`config.mk`:
```
export PLATFORM = sky130hd
export DESIGN_NAME = usb_tx_top
export DESIGN_NICKNAME = d
export VERILOG_FILES = /design/src/usb_pkg.sv /design/src/usb_crc_gen.sv /design/src/usb_bit_stuffer.sv /design/src/usb_line_driver.sv /design/src/usb_pkt_sequencer.sv /design/src/usb_tx_top.sv
export SDC_FILE = /design/constraint.sdc
export NUM_CORES = 1
export LEC_CHECK = 0
export BUFFER_PORTS_ARGS = -buffer_cell sky130_fd_sc_hd__buf_2
export CAP_MARGIN = 20
export CORE_MARGIN = 2
export CORE_UTILIZATION = 47
export CTS_CLUSTER_SIZE = 12
export DETAILED_ROUTE_END_ITERATION = 16
export PLACE_DENSITY = 0.76
export REMOVE_ABC_BUFFERS = 1
export SLEW_MARGIN = 20
export SYNTH_ARGS = -nofsm -noshare
export SYNTH_HDL_FRONTEND = slang
export SYNTH_SLANG_ARGS = --single-unit
```
`constraint.sdc`:
```
create_clock -name tb_clk -period 2.1 [get_ports tb_clk]
set_input_delay 0.42 -clock tb_clk [delete_from_list [all_inputs] [get_ports tb_clk]]
set_output_delay 0.42 -clock tb_clk [all_outputs]
set_load 0.05 [all_outputs]
```
`src/usb_pkg.sv`:
```
/* Shared PID codes, line types and field constants for the USB full-speed
   transmitter, pulled into each block by a wildcard import */
package usb_pkg;

  // ********************
  // PID codes
  // ********************
  // PID code in the high nibble of the PID byte
  // Complement goes in the low nibble
  typedef enum logic [3:0] {
    PID_OUT   = 4'b0001,
    PID_IN    = 4'b1001,
    PID_DATA0 = 4'b0011,
    PID_DATA1 = 4'b1011,
    PID_ACK   = 4'b0010,
    PID_NAK   = 4'b1010,
    PID_STALL = 4'b1110
  } pid_t;

  // Packet request sampled with start
  typedef struct packed {
    pid_t       pid;
    logic [6:0] addr;
    logic [3:0] endp;
  } pkt_req_t;

  // Pin levels
  // oe is the d_mode output enable
  typedef struct packed {
    logic dp;
    logic dm;
    logic oe;
  } line_t;

  // Sequencer to stuffer and line driver
  typedef struct packed {
    logic active;
    logic se0;
  } line_cmd_t;

  // ********************
  // Field constants
  // ********************
  localparam logic [7:0]  SYNC_BYTE    = 8'h01;
  localparam logic [4:0]  CRC5_POLY    = 5'b00101;
  localparam logic [15:0] CRC16_POLY   = 16'h8005;
  // Ones in a row before a forced zero
  localparam int          STUFF_RUN    = 6;
  localparam int          EOP_SE0_BITS = 2;

endpackage

```
`src/usb_crc_gen.sv`:
```
/* Serial CRC5/CRC16 generator, updated per sent bit and then shifted out
   inverted, MSB first, as the packet check field */
`timescale 1ns/1ps

module usb_crc_gen
  import usb_pkg::*;
(
  input  logic tb_clk,
  input  logic arst_n,
  input  logic crc_init,
  input  logic crc16_mode,
  input  logic crc_update,
  input  logic crc_shift,
  input  logic seq_bit,
  output logic crc_bit
);

  // CRC5 lives in the low 5 bits
  logic [15:0] crc;
  logic        top;
  logic        fb;

  assign top     = crc16_mode ? crc[15] : crc[4];
  assign fb      = seq_bit ^ top;
  // Check field goes out inverted
  assign crc_bit = ~top;

  always_ff @(posedge tb_clk or negedge arst_n) begin
    if (!arst_n) begin
      crc <= '1;
    end else if (crc_init) begin
      crc <= '1;
    end else if (crc_update) begin
      if (crc16_mode) crc <= {crc[14:0], 1'b0} ^ (fb ? CRC16_POLY : 16'h0000);
      else crc[4:0] <= {crc[3:0], 1'b0} ^ (fb ? CRC5_POLY : 5'b00000);
    end else if (crc_shift) begin
      // Walk the remainder out past the top bit
      if (crc16_mode) crc <= {crc[14:0], 1'b1};
      else crc[4:0] <= {crc[3:0], 1'b1};
    end
  end

endmodule

```
`src/usb_bit_stuffer.sv`:
```
/* Bit stuffer: counts consecutive ones and forces a zero after STUFF_RUN
   of them, holding the sequencer back for that bit period */
`timescale 1ns/1ps

module usb_bit_stuffer
  import usb_pkg::*;
(
  input  logic      tb_clk,
  input  logic      arst_n,
  input  line_cmd_t cmd,
  input  logic      bit_tick,
  input  logic      seq_bit,
  output logic      tx_bit,
  output logic      advance
);

  localparam int CNT_W = $clog2(STUFF_RUN + 1);

  logic [CNT_W-1:0] ones_cnt;
  logic             stuff;

  // No stuffing inside the SE0 part of the marker
  assign stuff   = cmd.active && !cmd.se0 && (ones_cnt == CNT_W'(STUFF_RUN));
  assign tx_bit  = stuff ? 1'b0 : seq_bit;
  // Stuffed period does not consume a sequencer bit
  assign advance = bit_tick && !stuff;

  // ********************
  // Run length of ones
  // ********************
  always_ff @(posedge tb_clk or negedge arst_n) begin
    if (!arst_n) begin
      ones_cnt <= '0;
    end else if (!cmd.active) begin
      ones_cnt <= '0;
    end else if (bit_tick) begin
      if (stuff || cmd.se0 || !seq_bit) ones_cnt <= '0;
      else ones_cnt <= ones_cnt + CNT_W'(1);
    end
  end

endmodule

```
`src/usb_line_driver.sv`:
```
/* Line driver: bit-period timer, NRZI encoder, SE0 and J of the end marker,
   and the output enable for the D+/D- pair */
`timescale 1ns/1ps

module usb_line_driver
  import usb_pkg::*;
#(
  parameter int clks_per_bit = 4
) (
  input  logic      tb_clk,
  input  logic      arst_n,
  input  line_cmd_t cmd,
  input  logic      tx_bit,
  output logic      bit_tick,
  output line_t     line
);

  localparam int    CNT_W     = $clog2(clks_per_bit);
  // Idle J, undriven
  localparam line_t LINE_IDLE = '{dp: 1'b1, dm: 1'b0, oe: 1'b0};

  logic [CNT_W-1:0] bit_cnt;
  logic             in_se0;
  // J period of the end marker is on the line
  logic             eop_j;

  // Tick in the first active cycle, then once per period
  assign bit_tick = cmd.active && (bit_cnt == '0);
  assign in_se0   = line.oe && !line.dp && !line.dm;

  // ********************
  // Timer and NRZI
  // ********************
  always_ff @(posedge tb_clk or negedge arst_n) begin
    if (!arst_n) begin
      bit_cnt <= '0;
      line    <= LINE_IDLE;
      eop_j   <= 1'b0;
    end else if (!cmd.active) begin
      bit_cnt <= '0;
      line    <= LINE_IDLE;
      eop_j   <= 1'b0;
    end else begin
      if (bit_cnt == CNT_W'(clks_per_bit - 1)) bit_cnt <= '0;
      else bit_cnt <= bit_cnt + CNT_W'(1);
      if (bit_tick) begin
        if (eop_j) begin
          // End of the final J, release the bus
          line  <= LINE_IDLE;
          eop_j <= 1'b0;
        end else if (cmd.se0) begin
          line <= '{dp: 1'b0, dm: 1'b0, oe: 1'b1};
        end else if (in_se0) begin
          // Marker always closes with J
          line  <= '{dp: 1'b1, dm: 1'b0, oe: 1'b1};
          eop_j <= 1'b1;
        end else if (!tx_bit) begin
          // Zero toggles J/K
          line <= '{dp: ~line.dp, dm: line.dp, oe: 1'b1};
        end else begin
          line.oe <= 1'b1;
        end
      end
    end
  end

endmodule

```
`src/usb_pkt_sequencer.sv`:
```
/* Packet field FSM: serializes sync, PID, token or payload and CRC bits,
   then times the end-of-packet marker on raw bit ticks */
`timescale 1ns/1ps

module usb_pkt_sequencer
  import usb_pkg::*;
(
  input  logic       tb_clk,
  input  logic       arst_n,
  input  logic       start,
  input  pkt_req_t   req,
  input  logic [7:0] byte_data,
  input  logic       byte_last,
  output logic       byte_take,
  output logic       busy,
  input  logic       advance,
  input  logic       bit_tick,
  input  logic       crc_bit,
  output logic       seq_bit,
  output logic       seq_valid,
  output line_cmd_t  cmd,
  output logic       crc_init,
  output logic       crc16_mode,
  output logic       crc_update,
  output logic       crc_shift
);

  localparam int EOP_W = $clog2(EOP_SE0_BITS + 2);

  typedef enum logic [2:0] {
    ST_IDLE,
    ST_SYNC,
    ST_PID,
    ST_TOKEN,
    ST_DATA,
    ST_CRC,
    ST_EOP
  } state_t;

  state_t           state;
  pkt_req_t         req_q;
  // Current field, MSB goes out first
  logic [10:0]      shreg;
  logic [3:0]       bit_cnt;
  logic [EOP_W-1:0] eop_cnt;
  logic             last_q;
  logic             is_token;
  logic             is_data;
  logic [3:0]       field_last;
  logic             field_done;

  // PID class
  always_comb begin
    is_token = 1'b0;
    is_data  = 1'b0;
    case (req_q.pid)
      PID_OUT, PID_IN:      is_token = 1'b1;
      PID_DATA0, PID_DATA1: is_data = 1'b1;
      default:              is_token = 1'b0;
    endcase
  end

  // Index of the final bit in the current field
  always_comb begin
    case (state)
      ST_TOKEN: field_last = 4'd10;
      ST_CRC:   field_last = crc16_mode ? 4'd15 : 4'd4;
      default:  field_last = 4'd7;
    endcase
  end

  assign field_done = advance && (bit_cnt == field_last);

  assign busy       = (state != ST_IDLE);
  assign cmd.active = busy;
  assign cmd.se0    = (state == ST_EOP) && (eop_cnt < EOP_W'(EOP_SE0_BITS));
  assign seq_valid  = busy && (state != ST_EOP);
  // Idle level is a one, CRC field comes straight from the generator
  assign seq_bit    = !seq_valid ? 1'b1 : ((state == ST_CRC) ? crc_bit : shreg[10]);

  assign crc_init   = start && !busy;
  assign crc16_mode = is_data;
  assign crc_update = advance && ((state == ST_TOKEN) || (state == ST_DATA));
  assign crc_shift  = advance && (state == ST_CRC);

  // First byte after the PID, then one per finished byte
  assign byte_take  = field_done &&
                      (((state == ST_PID) && is_data) || ((state == ST_DATA) && !last_q));

  // ********************
  // Field FSM
  // ********************
  always_ff @(posedge tb_clk or negedge arst_n) begin
    if (!arst_n) begin
      state   <= ST_IDLE;
      bit_cnt <= '0;
      eop_cnt <= '0;
      last_q  <= 1'b0;
    end else begin
      case (state)
        ST_IDLE:  if (start) state <= ST_SYNC;
        ST_SYNC:  if (field_done) state <= ST_PID;
        ST_PID: begin
          if (field_done) begin
            if (is_token) state <= ST_TOKEN;
            else if (is_data) state <= ST_DATA;
            else state <= ST_EOP;
          end
        end
        ST_TOKEN: if (field_done) state <= ST_CRC;
        ST_DATA:  if (field_done && last_q) state <= ST_CRC;
        ST_CRC:   if (field_done) state <= ST_EOP;
        // SE0 periods, one J period, release on the tick after
        ST_EOP: begin
          if (bit_tick && (eop_cnt == EOP_W'(EOP_SE0_BITS + 1))) state <= ST_IDLE;
        end
        default:  state <= ST_IDLE;
      endcase
      if (!seq_valid || field_done) bit_cnt <= '0;
      else if (advance) bit_cnt <= bit_cnt + 4'd1;
      // Raw ticks, stuffing never applies here
      if (state != ST_EOP) eop_cnt <= '0;
      else if (bit_tick) eop_cnt <= eop_cnt + EOP_W'(1);
      if (byte_take) last_q <= byte_last;
    end
  end

  // Request and shift register, loaded per field
  always_ff @(posedge tb_clk) begin
    if ((state == ST_IDLE) && start) begin
      req_q <= req;
      shreg <= {SYNC_BYTE, 3'b000};
    end else if (field_done && (state == ST_SYNC)) begin
      shreg <= {req_q.pid, ~req_q.pid, 3'b000};
    end else if (field_done && (state == ST_PID) && is_token) begin
      shreg <= {req_q.addr, req_q.endp};
    end else if (byte_take) begin
      shreg <= {byte_data, 3'b000};
    end else if (advance) begin
      shreg <= {shreg[9:0], 1'b0};
    end
  end

endmodule

```
`src/usb_tx_top.sv`:
```
/* Top level of the USB full-speed packet transmitter; wires the sequencer,
   CRC generator, bit stuffer and line driver and sets the bit period */
`timescale 1ns/1ps

module usb_tx_top
  import usb_pkg::*;
#(
  parameter int clks_per_bit = 4
) (
  input  logic       tb_clk,
  input  logic       arst_n,
  input  logic       start,
  input  pkt_req_t   req,
  input  logic [7:0] byte_data,
  input  logic       byte_last,
  output logic       byte_take,
  output logic       busy,
  output line_t      line
);

  logic      seq_bit;
  line_cmd_t cmd;
  logic      tx_bit;
  logic      advance;
  logic      bit_tick;
  logic      crc_bit;
  logic      crc_init;
  logic      crc16_mode;
  logic      crc_update;
  logic      crc_shift;

  // ********************
  // Field sequencing
  // ********************
  usb_pkt_sequencer u_seq (
    .tb_clk     (tb_clk),
    .arst_n     (arst_n),
    .start      (start),
    .req        (req),
    .byte_data  (byte_data),
    .byte_last  (byte_last),
    .byte_take  (byte_take),
    .busy       (busy),
    .advance    (advance),
    .bit_tick   (bit_tick),
    .crc_bit    (crc_bit),
    .seq_bit    (seq_bit),
    .seq_valid  (),
    .cmd        (cmd),
    .crc_init   (crc_init),
    .crc16_mode (crc16_mode),
    .crc_update (crc_update),
    .crc_shift  (crc_shift)
  );

  usb_crc_gen u_crc (
    .tb_clk     (tb_clk),
    .arst_n     (arst_n),
    .crc_init   (crc_init),
    .crc16_mode (crc16_mode),
    .crc_update (crc_update),
    .crc_shift  (crc_shift),
    .seq_bit    (seq_bit),
    .crc_bit    (crc_bit)
  );

  // ********************
  // Line side
  // ********************
  usb_bit_stuffer u_stuff (
    .tb_clk   (tb_clk),
    .arst_n   (arst_n),
    .cmd      (cmd),
    .bit_tick (bit_tick),
    .seq_bit  (seq_bit),
    .tx_bit   (tx_bit),
    .advance  (advance)
  );

  usb_line_driver #(
    .clks_per_bit (clks_per_bit)
  ) u_drv (
    .tb_clk   (tb_clk),
    .arst_n   (arst_n),
    .cmd      (cmd),
    .tx_bit   (tx_bit),
    .bit_tick (bit_tick),
    .line     (line)
  );

endmodule

```
After elaboration in Yosys (flattened, before gate mapping). Cells that the tools add are included.

Flip-flop bits (word level): 61. Bits in latches: 0. Bits in writable memories: 0. Bits in read-only memories: 0. Input bits: 27. Output and inout bits: 5. Logic and storage cells: 151. Memories: 0.

$add $sub $neg: 4. Multiply operators: 0. Div/mod/pow operators: 0. Order comparisons: 1. Equality and inequality tests: 24. Shift operators: 0. Muxes and demuxes: 50. Bitwise logic cells: 6. Reductions and logical operators: 49.

Operators with widths (number): 11-bit 2-to-1 mux (6); 16-bit 2-to-1 mux (4); 3-bit 2-to-1 mux (17); 1-bit logical AND (21); 3-bit one-hot mux with 7 select lines (1); 16-bit XOR (1); 3-bit == test (second input constant) (4); 2-bit 2-to-1 mux (6); 4-bit 2-to-1 mux (3); 1-bit 2-to-1 mux (11); 3-bit nonzero test (3); 4-bit == test (second input constant) (2); 1-bit zero test (8); 2-bit by 1-bit != test with 1-bit output (second input constant) (4); 2-bit != test (second input constant) (4); 4-bit one-hot mux with 2 select lines (1); 7-bit AND reduction (1); 3-bit by 2-bit == test with 1-bit output (second input constant) (2); 2-bit nonzero test (3); 2-bit OR reduction (3); 1-bit logical OR (5); 5-bit 2-to-1 mux (1); 5-bit != test (second input constant) (1); 5-bit XOR (1); other kinds (17) (21).

Logic depth before layout (Yosys ltp).
Depth after elaboration: 14. Depth in mapped cells: 9. Depth with buffers taken out: 7.

Cells and area by module. A second synthesis with hierarchy kept.

Cells, all modules: 348. Area, all modules: 3395.8 sq um.

By module, submodules not included: usb_pkt_sequencer (instances 1, cells each 219, area an instance 2050.7 sq um, sequential area each 920.9 sq um); usb_crc_gen (instances 1, cells each 76, area an instance 789.5 sq um, sequential area each 420.4 sq um); usb_line_driver (instances 1, cells each 32, area an instance 345.3 sq um, sequential area each 151.4 sq um); usb_bit_stuffer (instances 1, cells each 21, area an instance 210.2 sq um, sequential area each 75.1 sq um).

Worst setup path before layout. Ideal clock, no wire load.

Path kind: register to register. Start point: register u_seq.req_q[13] (netlist bit). End point: register u_seq.shreg[10]. Data arrival time: 2.413 ns. Setup slack: -0.399 ns. Cell stages (with the launch flop): 7. Path buffers: 0. Clock period less this slack: 2.499 ns. Cell sequence: edfxtp_1 > nand3b_1 > or3_1 > o31a_1 > nor4_4 > a22oi_1 > a211oi_1.

Cells in the longest elaborated chain, start to end: 11.

RTL lines: start: declaration (line usb_pkt_sequencer.sv:41) `pkt_req_t req_q;`; start signal: assignment (line usb_pkt_sequencer.sv:131) `req_q <= req;`; 4-bit by 2-bit == test with 1-bit output or 4-bit == test (tied branches) (line usb_pkt_sequencer.sv:56) `case (req_q.pid)`; 2-bit OR reduction (*) (line usb_pkt_sequencer.sv:56); 1-bit 2-to-1 mux (*) (line usb_pkt_sequencer.sv:56); 4-bit 2-to-1 mux (line usb_pkt_sequencer.sv:67) `ST_CRC: field_last = crc16_mode ? 4'd15 : 4'd4;`; 4-bit one-hot mux with 2 select lines (line usb_pkt_sequencer.sv:65) `case (state)`; 4-bit == test (line usb_pkt_sequencer.sv:72) `assign field_done = advance && (bit_cnt == field_last);`; 1-bit logical AND (line usb_pkt_sequencer.sv:72); 1-bit logical AND (*) (line usb_pkt_sequencer.sv:87) `assign byte_take = field_done &&`; net byte_take (line usb_tx_top.sv:16) `output logic byte_take,`; 11-bit 2-to-1 mux (line usb_pkt_sequencer.sv:137) `end else if (byte_take) begin`; 11-bit 2-to-1 mux (line usb_pkt_sequencer.sv:135) `end else if (field_done && (state == ST_PID) && is_token) begin`; 11-bit 2-to-1 mux (line usb_pkt_sequencer.sv:133) `end else if (field_done && (state == ST_SYNC)) begin`; end signal: assignment (line usb_pkt_sequencer.sv:134) `shreg <= {req_q.pid, ~req_q.pid, 3'b000};`; end signal: assignment (line usb_pkt_sequencer.sv:136) `shreg <= {req_q.addr, req_q.endp};`; end signal: assignment (line usb_pkt_sequencer.sv:138) `shreg <= {byte_data, 3'b000};`; end: declaration (line usb_pkt_sequencer.sv:43) `logic [10:0] shreg;`.

Mark *: on every way through the listed nets, which the timed path passes. The rest lies on a longest branch. A chain may end at the register's enable or synchronous reset.

Worst setup path in the final report.
Start point: register u_seq.state[2]. End point: output port byte_take.

Cells in the longest elaborated chain, start to end: 9.

RTL lines: start: declaration (line usb_pkt_sequencer.sv:40) `state_t state;`; start signal: assignment (line usb_pkt_sequencer.sv:95) `state <= ST_IDLE;`; start signal: assignment (line usb_pkt_sequencer.sv:101) `ST_IDLE: if (start) state <= ST_SYNC;`; start signal: assignment (line usb_pkt_sequencer.sv:102) `ST_SYNC: if (field_done) state <= ST_PID;`; parallel branches: the longest is 8 deep, another holds 4-bit one-hot mux with 2 select lines; 1-bit logical AND (*) (line usb_pkt_sequencer.sv:87); end: declaration (line usb_tx_top.sv:16).

Every way passes the cells marked *.

==> summary.md <==
| Metric | Value |
|---|---|
| VDD IR max | `0.984 mV` |
| RSZ-0062 raised after global routing | `true` |
| Buf/Inv on CP | `1` |
| Max Slew Vio Count | `0` |
| Initial antenna violation count | `0` |
| Placer congestion estimate | `~0.88` |
| Status | `complete, but fails checks` |
| Fin crit share | `1.20` |
| Critical Path Sink Type | `primary output` |
| Setup CP Type | `reg2out` |
| Area Growth Syn to Fin | `38.6%` |
| Slowest stage cell, crit path | `dfrtp_2` |
| Post-synth EDFFs | `15` |
| Detailed router's first-iteration violation count | `~300` |
| Headroom to the max-slew limit | `0.472` |
| Number of global-route vias before repair | `between 2000 and 3000` |
| Critical path peak fanout | `5` |
| Post-synth ARST share | `0.574` |
| CTS Sinks | `between 60 and 70` |
| Worst slew pin tran | `0.792 ns` |
| Global-route wire length before repair | `13300 µm` |
| Core area | `0.00639 mm²` |
| P per Cell Area | `approximately 1100 mW/mm²` |
| Hold_buf cts | `0` |
| Clk_lat worst skew | `0.35 ns` |
| Setup WS pre-CTS | `-0.264 ns` |
| Post-route ant nets | `0` |
| Die area | `0.00732 mm²` |
| Worst path required time | `1.68 ns` |
| Worst-path clk slew | `0.07 ns` |
| DRT Wirelength | `9130 µm` |
| Final WS setup | `-0.411 ns` |
| Hold slack | `0.153 ns` |
| Syn. warnings | `0` |
| # IOs | `32` |
| Worst hold path type | `in2async` |
| Clock tree buffer depth | `2` |
| Nets | `444` |
| Ys flop type | `dfrtp_1` |
| WL per Instance | `18.5 µm` |
| Cells after Synth | `320` |
| Netlist Area Pre-Place | `0.00313 mm²` |
| Root Buffer Master | `clkbuf_8` |
| Chip height | `85.6 µm` |
| Most numerous cell in the Yosys netlist | `nor2_1` |
| Via density | `between 6 and 7` |
| Num rows | `29` |
| IO buf count | `31` |
| Share of the synthesized area in the top cell type | `0.144` |
| Final setup vio count | `between 50 and 60` |
| Total gr overflow | `0` |
| Crit. Startpoint | `u_seq.state[2]` |
| Crit-path max cell delay | `~0.45 ns` |
| Fill cells | `447` |
| Total CTS buffers | `9` |
| Hold violation count in the final report | `0` |
| Area of the multi-input gates | `0.00170 mm²` |
| Leak | `1.82 nW` |
| #FFs+latches synth | `61` |
| Top cells by count, synth | `nor2_1, a21oi_1, dfrtp_1, dfstp_2, edfxtp_1` |
| Final Skew | `about 0.013 ns` |
| Area contributors post-synth | `dfrtp_1, edfxtp_1, dfstp_2` |
| Post-DP HPWL | `5460 µm` |
| Register Area | `0.00157 mm²` |
| Largest net degree at the start of global routing | `36` |
| Crit path DAT | `2.09 ns` |
| Seq/Total Area, Yosys | `0.501` |
| Antenna cell count | `0` |
| Initial core utilization | `0.490` |
| Syn avg cell area | `9.77 µm²` |
| CP startpoint kind | `flop` |
| Failing checks | `negative setup slack` |
| Delay-heaviest family, CP | `simple AND/OR/NAND/NOR gates` |
| Worst path cell trace | `and3b_2, mux2i_4, a32oi_4, nor4_4, buf_6` |
| Chip Width | `~86 µm` |
| CTS tree | `yes` |
| Overall routing resource usage | `0.235` |
| Max H-tree Level | `3` |
| Layout cells sized above 1 | `0.423` |
| RR Startpoint | `u_seq.state[2]` |
| DRC violations left | `0` |
| Yosys top cell by area | `dfrtp_1` |
| Pre-Repair DR Iteration Count | `5` |
| Max Clk Rate | `398 MHz` |
| TNS Setup | `-6.49 ns` |
| Routed via count | `2984` |
| Max Cap Viol | `0` |
| Min Tclk post-route | `2.51 ns` |
| Synth unique cells | `between 60 and 70` |
layer usage:
metal	global-route usage	vias up	part of all wire
li1	-	1344	-
met1	0.305	1471	0.40
met4	0.117	0	0.036
met5	0	-	0
met2	0.376	133	0.51
met3	0.0481	36	0.058
path summary, 6_finish.rpt:
check	endpoint	slack, ns	cells after the start
worst min-delay path	u_drv.line[0]	0.15	1
worst min register to register	u_drv.bit_cnt[0]	0.47	1
worst max register to register	u_seq.shreg[7]	-0.32	8
min in group tb_clk	u_seq.req_q[5]	0.24	1
worst max-delay path	byte_take	-0.41	5
max in group asynchronous	u_seq.state[2]	1.39	1
worst reg2reg max path, delay by kind of cell, from the launching register on:
family / cells / cell delay, ns
AO/OA/AOI/OAI: 1 / 0.16
multiplexers: 1 / 0.29
AND/OR/NAND/NOR: 4 / 1.10
buffers and inverters: 2 / 0.33
flip-flops: 1 / 0.45
placed cells by master (no fill, tap or decap), types with 3 or more instances in the layout:
master / synthesis / layout
a211oi_1: 4 / 3
a22oi_2: 0 / 3
dfstp_2: 17 / 17
o21ai_0: 3 / 3
dfxtp_1: 11 / 11
buf_6: 0 / 13
nand2_1: 12 / 12
nor2_4: 0 / 3
mux2i_1: 6 / 5
buf_4: 0 / 55
buf_2: 4 / 30
clkinv_2: 0 / 3
nor2_1: 50 / 46
ha_1: 6 / 6
a21o_1: 5 / 5
a21oi_1: 31 / 30
inv_1: 11 / 11
a22oi_1: 6 / 3
or3_1: 7 / 5
clkbuf_8: 0 / 10
nand3b_1: 4 / 4
nor3_1: 10 / 8
a221o_1: 3 / 3
edfxtp_1: 15 / 15
and2_1: 4 / 3
nand3_1: 5 / 3
xnor2_1: 5 / 5
dfrtp_1: 18 / 16
o22ai_1: 4 / 3
nand2b_1: 7 / 5
o211ai_1: 4 / 4
timing repair:
item / in CTS / in global routing
setup buffers: 7 / 17
gates resized for setup: 21 / 44
pin swaps: 6 / 10
endpoints found under the setup margin: 21 / 57
metrics by stage:
stage / instances / power, W / util / area, µm²
after global routing: 493 / 0.00493 / 0.679 / 4330
after detailed placement: 456 / 0.00317 / 0.572 / 3650
after global placement: 456 / 0.00311 / 0.572 / 3650
final: 493 / 0.00471 / 0.679 / 4330
after CTS: 479 / 0.00440 / 0.630 / 4020
after floorplan: 302 / 0.00267 / - / 3050
flip-flops by register name, summed over array words and instances, names as in the netlist, 2 cells and up:
| name | flops |
|---|---|
| u_stuff.ones_cnt | 3 |
| u_crc.crc | 16 |
| u_seq.eop_cnt | 2 |
| u_seq.state | 3 |
| u_drv.bit_cnt | 2 |
| u_seq.bit_cnt | 4 |
| u_drv.line | 3 |
| u_seq.shreg | 11 |
| u_seq.req_q | 15 |
where the power goes:
part	leakage, nW	total, W	internal, W	switching, W
sequential	0.632	0.00173	0.00151	0.000225
combinational	1.08	0.00186	0.000869	0.000993
clock	0.111	0.00112	0.000647	0.000470
total	1.82	0.00471	0.00302	0.00169
cell type report:
type | instances | share of cell area
multi-input combinational | 229 | 0.393
sequential | 61 | 0.362
timing repair buffer | 98 | 0.164
clock buffer | 12 | 0.0384
tap | 77 | 0.0222
clock inverter | 4 | 0.0104
inverter | 12 | 0.0104
kinds of logic (layout without fill, tap and decap cells):
logic type                 after synthesis  after routing  share of synthesized area
muxes                                    7              7                     0.0228
DFF                                     61             61                      0.501
buffers and inverters                   30            126                     0.0376
AOI/OAI and AO/OA                       87             87                      0.190
xor gates and xnor gates                 9              9                     0.0252
adders and majority gates                6              6                     0.0240
and+or+nand+nor                        120            120                      0.198
Power figures use the tool's default switching activity.
